===== config.mk =====
export PLATFORM = sky130hd
export DESIGN_NAME = du_top
export DESIGN_NICKNAME = d
export VERILOG_FILES = /design/src/du_pkg.sv /design/src/du_cmd_fsm.sv /design/src/du_dump_engine.sv /design/src/du_prog_loader.sv /design/src/du_top.sv
export SDC_FILE = /design/constraint.sdc
export NUM_CORES = 1
export LEC_CHECK = 0
export BUFFER_PORTS_ARGS = -buffer_cell sky130_fd_sc_hd__buf_2
export CAP_MARGIN = 20
export CORE_MARGIN = 1.5
export CORE_UTILIZATION = 47
export CTS_CLUSTER_DIAMETER = 150
export DETAILED_ROUTE_END_ITERATION = 6
export PLACE_DENSITY = 0.81
export RECOVER_POWER = 50
export SYNTH_ARGS = -nofsm -noshare
export SYNTH_HDL_FRONTEND = slang
export SYNTH_HIERARCHICAL = 1
export SYNTH_SLANG_ARGS = --single-unit

===== constraint.sdc =====
create_clock -name i_clock -period 2.25 [get_ports i_clock]
set_clock_uncertainty 0.1 [all_clocks]
set_input_delay 0.3375 -clock i_clock [delete_from_list [all_inputs] [get_ports i_clock]]
set_output_delay 0.3375 -clock i_clock [all_outputs]
set_load 0.005 [all_outputs]

===== src/du_pkg.sv =====
package du_pkg;

    // Widths that carry a meaning
    typedef logic [7:0]  byte_t;      // One UART byte
    typedef logic [31:0] word_t;      // PC, register or memory word
    typedef logic [1:0]  byte_sel_t;  // Byte index within a word

    // Command codes received over the UART link
    typedef enum byte_t {
        CMD_WRITE_IM     = 8'd1,
        CMD_START        = 8'd2,
        CMD_STEP_BY_STEP = 8'd3,
        CMD_SEND_BR      = 8'd4,
        CMD_SEND_MEM     = 8'd5,
        CMD_SEND_PC      = 8'd6,
        CMD_STEP         = 8'd7,
        CMD_CONTINUE     = 8'd8
    } cmd_t;

    // Command FSM states
    typedef enum logic [3:0] {
        IDLE,
        WRITE_IM,
        READY,
        START,
        STEP_BY_STEP,
        SEND_PC,
        SEND_MEM,
        SEND_BR
    } du_state_t;

    // Which word source a dump reads from
    typedef enum logic [1:0] {
        SRC_PC,
        SRC_DM,
        SRC_BR
    } dump_src_t;

    // Datapath run controls
    typedef struct packed {
        logic im_enable;
        logic rb_enable;
        logic dm_enable;
        logic cu_enable;
        logic pc_enable;
        logic step_flag;   // Datapath advances only on step pulses
    } dp_ctrl_t;

    // Default memory depths
    localparam int DEF_IM_DEPTH = 256;
    localparam int DEF_RB_DEPTH = 32;
    localparam int DEF_DM_DEPTH = 32;

endpackage


===== src/du_cmd_fsm.sv =====
`timescale 1ns/1ps

module du_cmd_fsm (
    input  logic              i_clock,
    input  logic              i_reset,
    input  logic              i_rx_done,
    input  du_pkg::byte_t     i_rx_data,
    input  logic              i_hlt,
    input  logic              i_load_done,
    input  logic              i_dump_done,
    output logic              o_load_active,
    output logic              o_dump_go,
    output du_pkg::dump_src_t o_dump_src,
    output du_pkg::dp_ctrl_t  o_dp_ctrl,
    output logic              o_step
);
    import du_pkg::*;

    du_state_t state;
    du_state_t next_state;
    cmd_t      cmd;
    logic      step_seq;     // Set while the PC, DM, BR chain of a step runs
    logic      step_cmd;
    logic      enter_send;
    dump_src_t src_next;
    dp_ctrl_t  ctrl_next;

    assign cmd = cmd_t'(i_rx_data);

    // Halt wins over a step command arriving in the same cycle
    assign step_cmd = (state == STEP_BY_STEP) && !i_hlt && i_rx_done && (cmd == CMD_STEP);

    always_comb begin
        next_state = state;
        case (state)
            IDLE: begin
                if (i_rx_done) begin
                    case (cmd)
                        CMD_WRITE_IM: next_state = WRITE_IM;
                        CMD_SEND_PC:  next_state = SEND_PC;
                        CMD_SEND_MEM: next_state = SEND_MEM;
                        CMD_SEND_BR:  next_state = SEND_BR;
                        default:      next_state = IDLE;   // Unknown byte ignored
                    endcase
                end
            end
            WRITE_IM: begin
                if (i_load_done)
                    next_state = READY;
            end
            READY: begin
                if (i_rx_done) begin
                    case (cmd)
                        CMD_START:        next_state = START;
                        CMD_STEP_BY_STEP: next_state = STEP_BY_STEP;
                        default:          next_state = READY;
                    endcase
                end
            end
            START: begin
                if (i_hlt)
                    next_state = IDLE;
            end
            STEP_BY_STEP: begin
                if (i_hlt) begin
                    next_state = IDLE;
                end else if (i_rx_done) begin
                    case (cmd)
                        CMD_STEP:     next_state = SEND_PC;
                        CMD_CONTINUE: next_state = START;
                        default:      next_state = STEP_BY_STEP;
                    endcase
                end
            end
            SEND_PC: begin
                if (i_dump_done)
                    next_state = step_seq ? SEND_MEM : IDLE;
            end
            SEND_MEM: begin
                if (i_dump_done)
                    next_state = step_seq ? SEND_BR : IDLE;
            end
            SEND_BR: begin
                if (i_dump_done)
                    next_state = step_seq ? STEP_BY_STEP : IDLE;
            end
            default: next_state = IDLE;
        endcase
    end

    // Source for the dump about to start
    always_comb begin
        case (next_state)
            SEND_MEM: src_next = SRC_DM;
            SEND_BR:  src_next = SRC_BR;
            default:  src_next = SRC_PC;
        endcase
    end

    assign enter_send = (next_state != state) &&
                        (next_state inside {SEND_PC, SEND_MEM, SEND_BR});

    // Run controls follow the current state
    always_comb begin
        ctrl_next = '0;
        if (state == START || state == STEP_BY_STEP) begin
            ctrl_next.im_enable = 1'b1;
            ctrl_next.rb_enable = 1'b1;
            ctrl_next.dm_enable = 1'b1;
            ctrl_next.cu_enable = 1'b1;
            ctrl_next.pc_enable = 1'b1;
            ctrl_next.step_flag = (state == STEP_BY_STEP);
        end
    end

    always_ff @(posedge i_clock) begin
        if (i_reset) begin
            state      <= IDLE;
            step_seq   <= 1'b0;
            o_dump_go  <= 1'b0;
            o_dump_src <= SRC_PC;
            o_dp_ctrl  <= '0;
            o_step     <= 1'b0;
        end else begin
            state     <= next_state;
            o_dump_go <= enter_send;   // One pulse on entry to each SEND state
            o_dp_ctrl <= ctrl_next;
            o_step    <= step_cmd;
            if (enter_send)
                o_dump_src <= src_next;
            if (step_cmd)
                step_seq <= 1'b1;
            else if (next_state == IDLE || next_state == STEP_BY_STEP)
                step_seq <= 1'b0;
        end
    end

    assign o_load_active = (state == WRITE_IM);

endmodule


===== src/du_dump_engine.sv =====
`timescale 1ns/1ps

module du_dump_engine #(
    parameter int RB_DEPTH = du_pkg::DEF_RB_DEPTH,
    parameter int DM_DEPTH = du_pkg::DEF_DM_DEPTH
) (
    input  logic                        i_clock,
    input  logic                        i_reset,
    input  logic                        i_dump_go,
    input  du_pkg::dump_src_t           i_dump_src,
    input  logic                        i_tx_done,
    input  du_pkg::word_t               i_pc_value,
    input  du_pkg::word_t               i_br_data,
    input  du_pkg::word_t               i_dm_data,
    output logic                        o_tx_start,
    output du_pkg::byte_t               o_tx_data,
    output logic [$clog2(RB_DEPTH)-1:0] o_rb_addr,
    output logic [$clog2(DM_DEPTH)-1:0] o_dm_addr,
    output logic                        o_rb_read_enable,
    output logic                        o_dm_read_enable,
    output logic                        o_dump_done
);
    import du_pkg::*;

    localparam int RB_AW = $clog2(RB_DEPTH);
    localparam int DM_AW = $clog2(DM_DEPTH);
    localparam int CNT_W = (RB_AW > DM_AW) ? RB_AW : DM_AW;

    dump_src_t        src_q;
    byte_sel_t        byte_sel;   // 0 is the most significant byte
    logic [CNT_W-1:0] word_cnt;
    logic [CNT_W-1:0] word_last;
    logic             last_word;
    word_t            cur_word;

    // Word limit from the depth of the latched source
    always_comb begin
        case (src_q)
            SRC_DM:  word_last = CNT_W'(DM_DEPTH - 1);
            SRC_BR:  word_last = CNT_W'(RB_DEPTH - 1);
            default: word_last = '0;   // PC is a single word
        endcase
    end

    assign last_word = (word_cnt == word_last);

    always_comb begin
        case (src_q)
            SRC_DM:  cur_word = i_dm_data;
            SRC_BR:  cur_word = i_br_data;
            default: cur_word = i_pc_value;
        endcase
    end

    // Byte on the transmit bus, held until the counters move
    always_comb begin
        case (byte_sel)
            2'd0:    o_tx_data = cur_word[31:24];
            2'd1:    o_tx_data = cur_word[23:16];
            2'd2:    o_tx_data = cur_word[15:8];
            default: o_tx_data = cur_word[7:0];
        endcase
    end

    always_ff @(posedge i_clock) begin
        if (i_reset) begin
            o_tx_start  <= 1'b0;
            o_dump_done <= 1'b0;
            src_q       <= SRC_PC;
            byte_sel    <= '0;
            word_cnt    <= '0;
        end else begin
            o_dump_done <= 1'b0;
            if (!o_tx_start) begin
                if (i_dump_go) begin   // A new request is only taken when idle
                    o_tx_start <= 1'b1;
                    src_q      <= i_dump_src;
                    byte_sel   <= '0;
                    word_cnt   <= '0;
                end
            end else if (i_tx_done) begin
                byte_sel <= byte_sel + 1'b1;
                if (byte_sel == 2'd3) begin
                    if (last_word) begin
                        o_tx_start  <= 1'b0;
                        o_dump_done <= 1'b1;
                        word_cnt    <= '0;
                    end else begin
                        word_cnt <= word_cnt + 1'b1;
                    end
                end
            end
        end
    end

    // Asynchronous read ports follow the word counter
    assign o_rb_addr        = word_cnt[RB_AW-1:0];
    assign o_dm_addr        = word_cnt[DM_AW-1:0];
    assign o_rb_read_enable = o_tx_start && (src_q == SRC_BR);
    assign o_dm_read_enable = o_tx_start && (src_q == SRC_DM);

endmodule


===== src/du_prog_loader.sv =====
`timescale 1ns/1ps

module du_prog_loader #(
    parameter int IM_DEPTH = du_pkg::DEF_IM_DEPTH
) (
    input  logic                        i_clock,
    input  logic                        i_reset,
    input  logic                        i_load_active,
    input  logic                        i_rx_done,
    input  du_pkg::byte_t               i_rx_data,
    output logic                        o_im_write_enable,
    output logic [$clog2(IM_DEPTH)-1:0] o_im_addr,
    output du_pkg::byte_t               o_im_data,
    output logic                        o_load_done
);
    localparam int IM_AW = $clog2(IM_DEPTH);

    logic [IM_AW-1:0] byte_cnt;   // Address of the next program byte
    logic             last_byte;
    logic             take;

    assign take      = i_load_active && i_rx_done;
    assign last_byte = (byte_cnt == IM_AW'(IM_DEPTH - 1));

    // Control state
    always_ff @(posedge i_clock) begin
        if (i_reset) begin
            byte_cnt          <= '0;
            o_im_write_enable <= 1'b0;
            o_load_done       <= 1'b0;
        end else begin
            o_im_write_enable <= take;
            o_load_done       <= take && last_byte;   // Comes with the final write
            if (take)
                byte_cnt <= last_byte ? '0 : byte_cnt + 1'b1;
        end
    end

    // Address and data for the write strobe
    always_ff @(posedge i_clock) begin
        if (take) begin
            o_im_addr <= byte_cnt;
            o_im_data <= i_rx_data;
        end
    end

endmodule


===== src/du_top.sv =====
`timescale 1ns/1ps

module du_top #(
    parameter int IM_DEPTH = du_pkg::DEF_IM_DEPTH,
    parameter int RB_DEPTH = du_pkg::DEF_RB_DEPTH,
    parameter int DM_DEPTH = du_pkg::DEF_DM_DEPTH
) (
    input  logic                        i_clock,
    input  logic                        i_reset,
    input  logic                        i_rx_done,    // UART receiver strobe
    input  du_pkg::byte_t               i_rx_data,
    input  logic                        i_tx_done,    // UART transmitter byte sent
    output logic                        o_tx_start,
    output du_pkg::byte_t               o_tx_data,
    input  logic                        i_hlt,
    input  du_pkg::word_t               i_pc_value,
    input  du_pkg::word_t               i_br_data,
    input  du_pkg::word_t               i_dm_data,
    output logic [$clog2(RB_DEPTH)-1:0] o_rb_addr,
    output logic [$clog2(DM_DEPTH)-1:0] o_dm_addr,
    output logic                        o_rb_read_enable,
    output logic                        o_dm_read_enable,
    output logic                        o_im_write_enable,
    output logic [$clog2(IM_DEPTH)-1:0] o_im_addr,
    output du_pkg::byte_t               o_im_data,
    output du_pkg::dp_ctrl_t            o_dp_ctrl,
    output logic                        o_step
);
    import du_pkg::*;

    logic      load_active;
    logic      load_done;
    logic      dump_go;
    dump_src_t dump_src;
    logic      dump_done;

    du_cmd_fsm u_cmd_fsm (
        .i_clock       (i_clock),
        .i_reset       (i_reset),
        .i_rx_done     (i_rx_done),
        .i_rx_data     (i_rx_data),
        .i_hlt         (i_hlt),
        .i_load_done   (load_done),
        .i_dump_done   (dump_done),
        .o_load_active (load_active),
        .o_dump_go     (dump_go),
        .o_dump_src    (dump_src),
        .o_dp_ctrl     (o_dp_ctrl),
        .o_step        (o_step)
    );

    du_prog_loader #(
        .IM_DEPTH (IM_DEPTH)
    ) u_prog_loader (
        .i_clock           (i_clock),
        .i_reset           (i_reset),
        .i_load_active     (load_active),
        .i_rx_done         (i_rx_done),
        .i_rx_data         (i_rx_data),
        .o_im_write_enable (o_im_write_enable),
        .o_im_addr         (o_im_addr),
        .o_im_data         (o_im_data),
        .o_load_done       (load_done)
    );

    du_dump_engine #(
        .RB_DEPTH (RB_DEPTH),
        .DM_DEPTH (DM_DEPTH)
    ) u_dump_engine (
        .i_clock          (i_clock),
        .i_reset          (i_reset),
        .i_dump_go        (dump_go),
        .i_dump_src       (dump_src),
        .i_tx_done        (i_tx_done),
        .i_pc_value       (i_pc_value),
        .i_br_data        (i_br_data),
        .i_dm_data        (i_dm_data),
        .o_tx_start       (o_tx_start),
        .o_tx_data        (o_tx_data),
        .o_rb_addr        (o_rb_addr),
        .o_dm_addr        (o_dm_addr),
        .o_rb_read_enable (o_rb_read_enable),
        .o_dm_read_enable (o_dm_read_enable),
        .o_dump_done      (dump_done)
    );

endmodule


==> results of run 1 <==
-- cell type report --
class                   count  area, sq um
flip-flops and latches     48         1130
clock buffers               6         82.6
repair buffers            182         1200
inverters                  10         37.5
clock inverters             2         13.8
well taps                  80          100
multi-input cells         301         2140
fillers                   501         2050
-- what timing repair did --
| action | in CTS | in global routing |
|---|---|---|
| gates cloned | 4 | 5 |
| pin swaps | 13 | 17 |
| gates resized for setup | 41 | 54 |
| hold endpoints to repair | 0 | 0 |
| setup buffers | 3 | 3 |
| setup endpoints to repair | 8 | 24 |
-- routing by layer --
metal,share of wire,GRT usage
met5,0,0
met2,0.49,0.403
met1,0.39,0.336
met3,0.084,0.0495
met4,0.032,0.0938
-- cells in the final DEF, fill, tap and decap left out, types with 5 or more instances in the layout --
cell type | Yosys | routed
a21oi_1 | 28 | 22
a21oi_2 | 0 | 6
a22oi_1 | 49 | 29
a22oi_2 | 0 | 20
buf_12 | 0 | 7
buf_2 | 6 | 141
buf_4 | 10 | 9
clkbuf_1 | 16 | 14
clkbuf_16 | 0 | 5
clkbuf_8 | 2 | 6
dfxtp_1 | 32 | 28
edfxtp_1 | 16 | 16
ha_1 | 9 | 7
inv_1 | 10 | 8
nand2_1 | 39 | 37
nand2b_1 | 5 | 5
nand3_1 | 12 | 12
nor2_1 | 38 | 35
nor2b_1 | 9 | 8
nor3_1 | 8 | 8
nor4_1 | 5 | 5
o21ai_1 | 0 | 11
o21ai_2 | 0 | 10
-- logic make-up after synthesis --
group,count (synthesis)
DFF,48
buffers and inverters,48
muxes,3
and+or+nand+nor,154
AOI/OAI and AO/OA,132
adders and majority gates,9
xor gates and xnor gates,2
other,1
-- state kept, by name, summed over array words and instances, names as in the netlist, 4 cells and up --
register and cells:
u_dump_engine/o_dm_addr 5, u_cmd_fsm/state 4, u_prog_loader/o_im_addr 8, u_prog_loader/byte_cnt 8
u_prog_loader/o_im_data 8
-- stage by stage --
stage	setup slack (ns)	cells
after floorplan	0.143	397
after global placement	-0.0171	608
after detailed placement	-0.0635	608
after CTS	-0.00799	622
after global routing	-0.146	629
final	-0.0748	629
-- final timing paths --
check | from | to | slack (ns) | depth (start not counted)
setup / recovery | u_dump_engine/src_q[0] | o_tx_data[7] | -0.07 | 8
hold / removal | i_rx_data[6] | u_prog_loader/o_im_data[6] | 0.20 | 1
setup reg to reg | u_cmd_fsm/state[0] | u_cmd_fsm/o_dump_src[0] | 0.05 | 6
hold reg to reg | u_cmd_fsm/o_dump_go | u_dump_engine/o_tx_start | 0.39 | 2
-- power by group through the flow --
stage               Clock (mW)  Combinational [mW]  Sequential (mW)
floorplan                    0              0.0678            0.913
global placement             0               0.197            0.912
detailed placement           0               0.201            0.912
CTS                      0.557               0.208            0.892
global route             0.594               0.248            0.893
finish                   0.552               0.232            0.892
-- worst register-to-register path, stage by stage, from the launching register on --
cell and delay (ns):
dfxtp_2 0.38, or4b_1 0.63, or2b_1 0.29, nor3_2 0.24, nor3_2 0.11, o31ai_1 0.24
a21oi_1 0.10
==> load_flow_metrics.sql, run 1 <==
INSERT INTO impl_metrics (metric_group, metric, value, unit) VALUES
('clock_tree', 'total_cts_buffers', '5', ''),
('synthesis', 'synth_mux_area_frac', '0.00958', ''),
('power', 'comb_power_share', '0.138', ''),
('sta', 'final_max_slew_viol_count', '0', ''),
('synthesis', 'synth_cells', '397', ''),
('synthesis', 'yosys_reg_bits', '48', ''),
('sta', 'fin_crit_sh', '1.03', ''),
('status', 'outcome', 'finished with violations', ''),
('power', 'post-layout-total-power', '1.68', 'mW'),
('sta', 'setup_viol', '8', ''),
('synthesis', 'yosys_most_used_dff', 'dfxtp_1', ''),
('clock_tree', 'cts_hold_repair.buffers', '0', ''),
('final_layout', 'final_net_count', '666', ''),
('synthesis', 'ys_warn_count', '6', ''),
('route', 'drt_iter0_markers', '389', ''),
('status', 'failing_checks', 'setup timing', ''),
('clock_tree', 'worst_skew_pair_later_pin_latency', '0.30', 'ns'),
('synthesis', 'post_synth_instance_area', '3270', 'sq um'),
('sta', 'setup_repair_after_global_routing_missed_its_margin', 'yes', ''),
('setup_path', 'cpMostUsedCell', 'a22oi_1', ''),
('global_routing', 'grt_max_degree', '34', ''),
('power', 'switching_share', '0.249', ''),
('setup_path', 'critical_path.max_fanout', '17', ''),
('synthesis', 'synth_async_sr_flop_share', '0', ''),
('route', 'drt.antenna.violating_nets', '0', ''),
('power', 'internal_power', '1.26', 'mW'),
('clock_tree', 'root_buffer', 'clkbuf_8', ''),
('placement', 'placed_area', '4070', 'sq um'),
('setup_path', 'timing.critical_path.max_delay_family', 'compound AO/OA/AOI/OAI gates', ''),
('synthesis', 'synth.yosys.seq_area_share', '0.343', ''),
('synthesis', 'synth_xor_area_frac', '0.00536', ''),
('synthesis', 'synth.top_cells.by_area', 'dfxtp_1 (20%), edfxtp_1 (15%), a22oi_1 (11%)', ''),
('power', 'seqPwrFrac', '0.532', ''),
('synthesis', 'synth_edf_count', '16', ''),
('clock_tree', 'tritoncts', 'yes', ''),
('global_routing', 'first_global_vias', '3183', ''),
('synthesis', 'synth_top_family_by_area', 'compound AO/OA/AOI/OAI gates', ''),
('setup_path', 'critical-path-max-stage-delay', '0.34', 'ns'),
('setup_path', 'cp-end-kind', 'output port', ''),
('setup_path', 'crit_required', '1.81', 'ns'),
('synthesis', 'yosys.cell_count.top_type', 'a22oi_1', ''),
('global_routing', 'grt_util_all_layers', '0.251', ''),
('die', 'number_of_rows_created_at_floorplan', '30', ''),
('route', 'drt_first_pass_iters', '6', ''),
('setup_path', 'crit_type', 'reg -> out', ''),
('setup_path', 'worst-endpoint-arrival', '1.89', 'ns'),
('final_layout', 'final_cell_area', '4700', 'sq um'),
('setup_path', 'crit_chain', 'buf_4, ha_4, buf_12, a22oi_2, o21ai_1, a22oi_1, a22oi_1, buf_2', ''),
('synthesis', 'synthTopCellsByCount', 'a22oi_1 (49), nand2_1 (39), nor2_1 (38), dfxtp_1 (32), a21oi_1 (28)', ''),
('final_layout', 'area.growth.synth_to_final', '44.0', '%'),
('synthesis', 'postSynthAreaPerCell', '8.23', 'sq um'),
('die', 'die_h', '86.4', 'microns'),
('final_layout', 'antenna_cells_inserted', '0', ''),
('sta', 'final_critical_path_time_including_i_o_delays_and_setup', '2.32', 'ns'),
('die', 'floorplan.die_area', '7460', 'sq um'),
('power', 'power-per-cell-area', '356', 'nW/um^2'),
('synthesis', 'synthesized_area_fraction_occupied_by_ao_oa_aoi_and_oai_cells', '0.274', ''),
('setup_path', 'worst_setup_path_start_kind', 'register', ''),
('route', 'drc_violation_count_after_routing', '0', ''),
('clock_tree', 'cts.reportedPaths.clkPinSlew', '0.09', 'ns'),
('worst_hold_path', 'min-delay-path-class', 'in -> reg', ''),
('route', 'routed_wirelength', '11.1', 'mm'),
('sta', 'setup-tns-final', '-0.412', 'ns'),
('placement', 'hpwl', '7.02', 'mm'),
('global_routing', 'grt-ovfl-total', '0', ''),
('die', 'floorplan.die.width', '86.4', 'microns'),
('sta', 'layout_setup_ws', '-0.0748', 'ns'),
('synthesis', 'post-synth-top-area-cell', 'dfxtp_1', ''),
('synthesis', 'mappedNetlistNets', '515', ''),
('die', 'core_area', '6760', 'sq um'),
('synthesis', 'area_share_of_and_or_nand_nor_cells_after_synthesis', '0.254', '');
(Power assumes the default switching activity.)
==> run 2: changes to the inputs <==
--- a/config.mk
+++ b/config.mk
@@ -11,8 +11,9 @@
 export CORE_UTILIZATION = 47
 export CTS_CLUSTER_DIAMETER = 150
 export DETAILED_ROUTE_END_ITERATION = 6
-export PLACE_DENSITY = 0.81
+export PLACE_DENSITY = 0.89
 export RECOVER_POWER = 50
+export SETUP_SLACK_MARGIN = 0.5
 export SYNTH_ARGS = -nofsm -noshare
 export SYNTH_HDL_FRONTEND = slang
 export SYNTH_HIERARCHICAL = 1
==> load_flow_metrics.sql, run 2 (synthesis results as in run 1) <==
INSERT INTO impl_metrics (metric_group, metric, value, unit) VALUES
('setup_path', 'critical_path.max_fanout', '7', ''),
('placement', 'dp.cells', '610', ''),
('placement', 'place.port_buffers', '153', ''),
('global_routing', 'antenna_violations_before_repair', '0', ''),
('clock_tree', 'cts.htree.levels', '2', ''),
('setup_path', 'crit_buf_inv', '4', ''),
('clock_tree', 'total_cts_buffers', '5', ''),
('final_layout', 'antenna_cells_inserted', '0', ''),
('die', 'floorplan.die.width', '86.4', 'microns'),
('power', 'leakagePower', '2.19', 'nW'),
('global_routing', 'grt-ovfl-total', '0', ''),
('die', 'ioPinCount', '154', ''),
('clock_tree', 'cts.reportedPaths.clkPinSlew', '0.09', 'ns'),
('setup_path', 'worst_r2r_startpoint', 'u_cmd_fsm/state[1]', ''),
('sta', 'fin_crit_sh', '1.13', ''),
('setup_path', 'cp-endpoint', 'o_tx_data[3]', ''),
('route', 'vias_per_cell', '6.61', ''),
('power', 'vdd_drop_max', '0.000414', 'V'),
('setup_path', 'critical-path-max-stage-delay', '0.37', 'ns'),
('global_routing', 'first_global_vias', '3505', ''),
('die', 'number_of_rows_created_at_floorplan', '30', ''),
('global_routing', 'grt_util_all_layers', '0.273', ''),
('final_layout', 'reg.largest.list', 'u_prog_loader/byte_cnt x8, u_prog_loader/o_im_addr x8, u_prog_loader/o_im_data x8', ''),
('die', 'die_h', '86.4', 'microns'),
('power', 'post-layout-total-power', '1.78', 'mW'),
('worst_hold_path', 'min-delay-path-class', 'in -> reg', ''),
('die', 'floorplan.die_area', '7460', 'sq um'),
('setup_path', 'crit_cells', '9', ''),
('die', 'initial_core_util', '0.483', ''),
('route', 'drt_first_pass_iters', '5', ''),
('setup_path', 'regToRegEndpoint', 'u_cmd_fsm/o_dump_go', ''),
('status', 'outcome', 'finished with violations', ''),
('route', 'vias', '4285', ''),
('sta', 'worst_slew_margin_rel', '0.625', ''),
('placement', 'hpwl', '7.15', 'mm'),
('route', 'routed_wirelength', '14.3', 'mm'),
('sta', 'timing.fmax', '0.394', 'GHz'),
('clock_tree', 'clock_tree.buffer_depth', '2', ''),
('setup_path', 'crit_type', 'reg -> out', ''),
('clock_tree', 'sinks_on_the_clock_net', '48', ''),
('setup_path', 'crit_path_top_delay_cell', 'dfxtp_2', ''),
('route', 'routed_wire_length_per_instance', '22.1', 'microns'),
('final_layout', 'post_layout_instance_count_excluding_filler_cells', '648', ''),
('sta', 'layout_setup_ws', '-0.291', 'ns'),
('clock_tree', 'worst_skew_pair_later_pin_latency', '0.31', 'ns'),
('final_layout', 'layout_common_cells', 'buf_2 (146), nor2_1 (32), nand2_1 (31), dfxtp_1 (28), a21oi_1 (26)', ''),
('global_routing', 'grt_max_degree', '26', ''),
('setup_path', 'timing.reg2reg.setup_slack', '0.05', 'ns'),
('sta', 'setup-tns-final', '-1.29', 'ns'),
('clock_tree', 'root_buffer', 'clkbuf_8', ''),
('global_routing', 'wire_length_of_the_first_global_routing_pass', '16.2', 'mm'),
('sta', 'final_max_slew_viol_count', '0', ''),
('power', 'power-per-cell-area', '341', 'nW/um^2'),
('clock_tree', 'tritoncts', 'yes', ''),
('sta', 'final_critical_path_time_including_i_o_delays_and_setup', '2.54', 'ns'),
('setup_path', 'crit_required', '1.81', 'ns'),
('final_layout', 'area.growth.synth_to_final', '60.0', '%'),
('setup_path', 'crit_path_start', 'u_dump_engine/src_q[0]', ''),
('setup_path', 'cp-end-kind', 'output port', ''),
('sta', 'timing.final.hold_violations', '0', ''),
('setup_path', 'worst-endpoint-arrival', '2.10', 'ns'),
('setup_path', 'timing.critical_path.max_delay_family', 'buffers and inverters', ''),
('final_layout', 'final_net_count', '685', ''),
('status', 'failing_checks', 'setup timing', ''),
('route', 'drt.antenna.violating_nets', '0', ''),
('final_layout', 'most_common_cell_after_layout_fill_and_taps_aside', 'buf_2', ''),
('sta', 'setup_repair_after_global_routing_missed_its_margin', 'yes', ''),
('sta', 'worst_slew_pin_slew', '0.562', 'ns'),
('route', 'drc_violation_count_after_routing', '0', ''),
('die', 'core_area', '6760', 'sq um'),
('setup_path', 'crit_chain', 'inv_2, ha_4, buf_4, buf_12, nand2_1, o21ai_4, a22oi_2, a22oi_1, buf_2', ''),
('sta', 'setup_viol', '8', ''),
('placement', 'gp_congestion', '0.942', ''),
('setup_path', 'reg2regPathDepth', '7', ''),
('job', 'cap_violations', '0', ''),
('setup_path', 'worst_setup_path_start_kind', 'register', ''),
('final_layout', 'drive_above_1_share', '0.567', ''),
('route', 'drt_iter0_markers', '493', '');
run 2: cell count changes in the layout (fill, tap and decap cells not counted), sizes merged:
cell    before  now
buf        161  188
clkbuf      27   19
bufinv       0    1
inv         11   10
run 2: power breakdown:
group          internal [mW]  switching [mW]
Combinational          0.124           0.146
Sequential             0.890        0.000612
Clock                  0.330           0.292
Total                   1.34           0.439
run 2: final cells by class:
class	count	area [sq um]
multi-input combinational	301	2490
fill	402	1530
timing repair buffer	201	1360
sequential	48	1130
tap	80	100
clock buffer	6	72.6
inverter	10	37.5
clock inverter	2	35.0
run 2: worst min-delay path by stage:
stage	from	to	slack, ns	depth (start not counted)
2_1_floorplan	i_reset	u_dump_engine/o_dump_done	0.32	1
3_3_place_gp	u_cmd_fsm/o_dump_src[0]	u_cmd_fsm/o_dump_src[0]	0.37	2
3_5_place_dp	u_cmd_fsm/o_dump_src[0]	u_cmd_fsm/o_dump_src[0]	0.38	2
4_1_cts	i_rx_data[5]	u_prog_loader/o_im_data[5]	0.13	1
5_1_grt	i_rx_data[5]	u_prog_loader/o_im_data[5]	0.16	1
6_report	i_rx_data[5]	u_prog_loader/o_im_data[5]	0.16	1
run 2: timing repair:
action / in CTS / in global routing
resized for setup: 67 / 99
setup endpoints to repair: 25 / 42
hold buffers: 0 / 0
pin swaps: 23 / 31
buffers inserted: 13 / 11
gates cloned: 1 / 5
run 2: layer usage:
metal | track usage | up-vias | routed length [microns]
met5 | 0 | - | 0
met4 | 0.125 | 0 | 1120
met1 | 0.310 | 2006 | 4710
met2 | 0.487 | 352 | 7140
met3 | 0.0610 | 108 | 1380
li1 | - | 1819 | -
run 2: through the flow:
stage / utilization / setup WS [ns] / instance area (sq um) / hold slack, ns
final: 0.773 / -0.291 / 5220 / 0.163
after global routing: 0.773 / -0.363 / 5220 / 0.158
after CTS: 0.681 / 0.0136 / 4600 / 0.125
after detailed placement: 0.609 / -0.0863 / 4110 / 0.380
after global placement: 0.609 / -0.00790 / 4110 / 0.374
after floorplan: - / 0.163 / 3370 / 0.317
run 2: worst register-to-register path: stages, from the launching register on:
cell and delay, ns:
dfxtp_1 0.36, nor2b_2 0.30, or4bb_2 0.67, nand3_2 0.19, nor3_4 0.09, buf_6 0.15
nor2_2 0.12, o21a_1 0.17
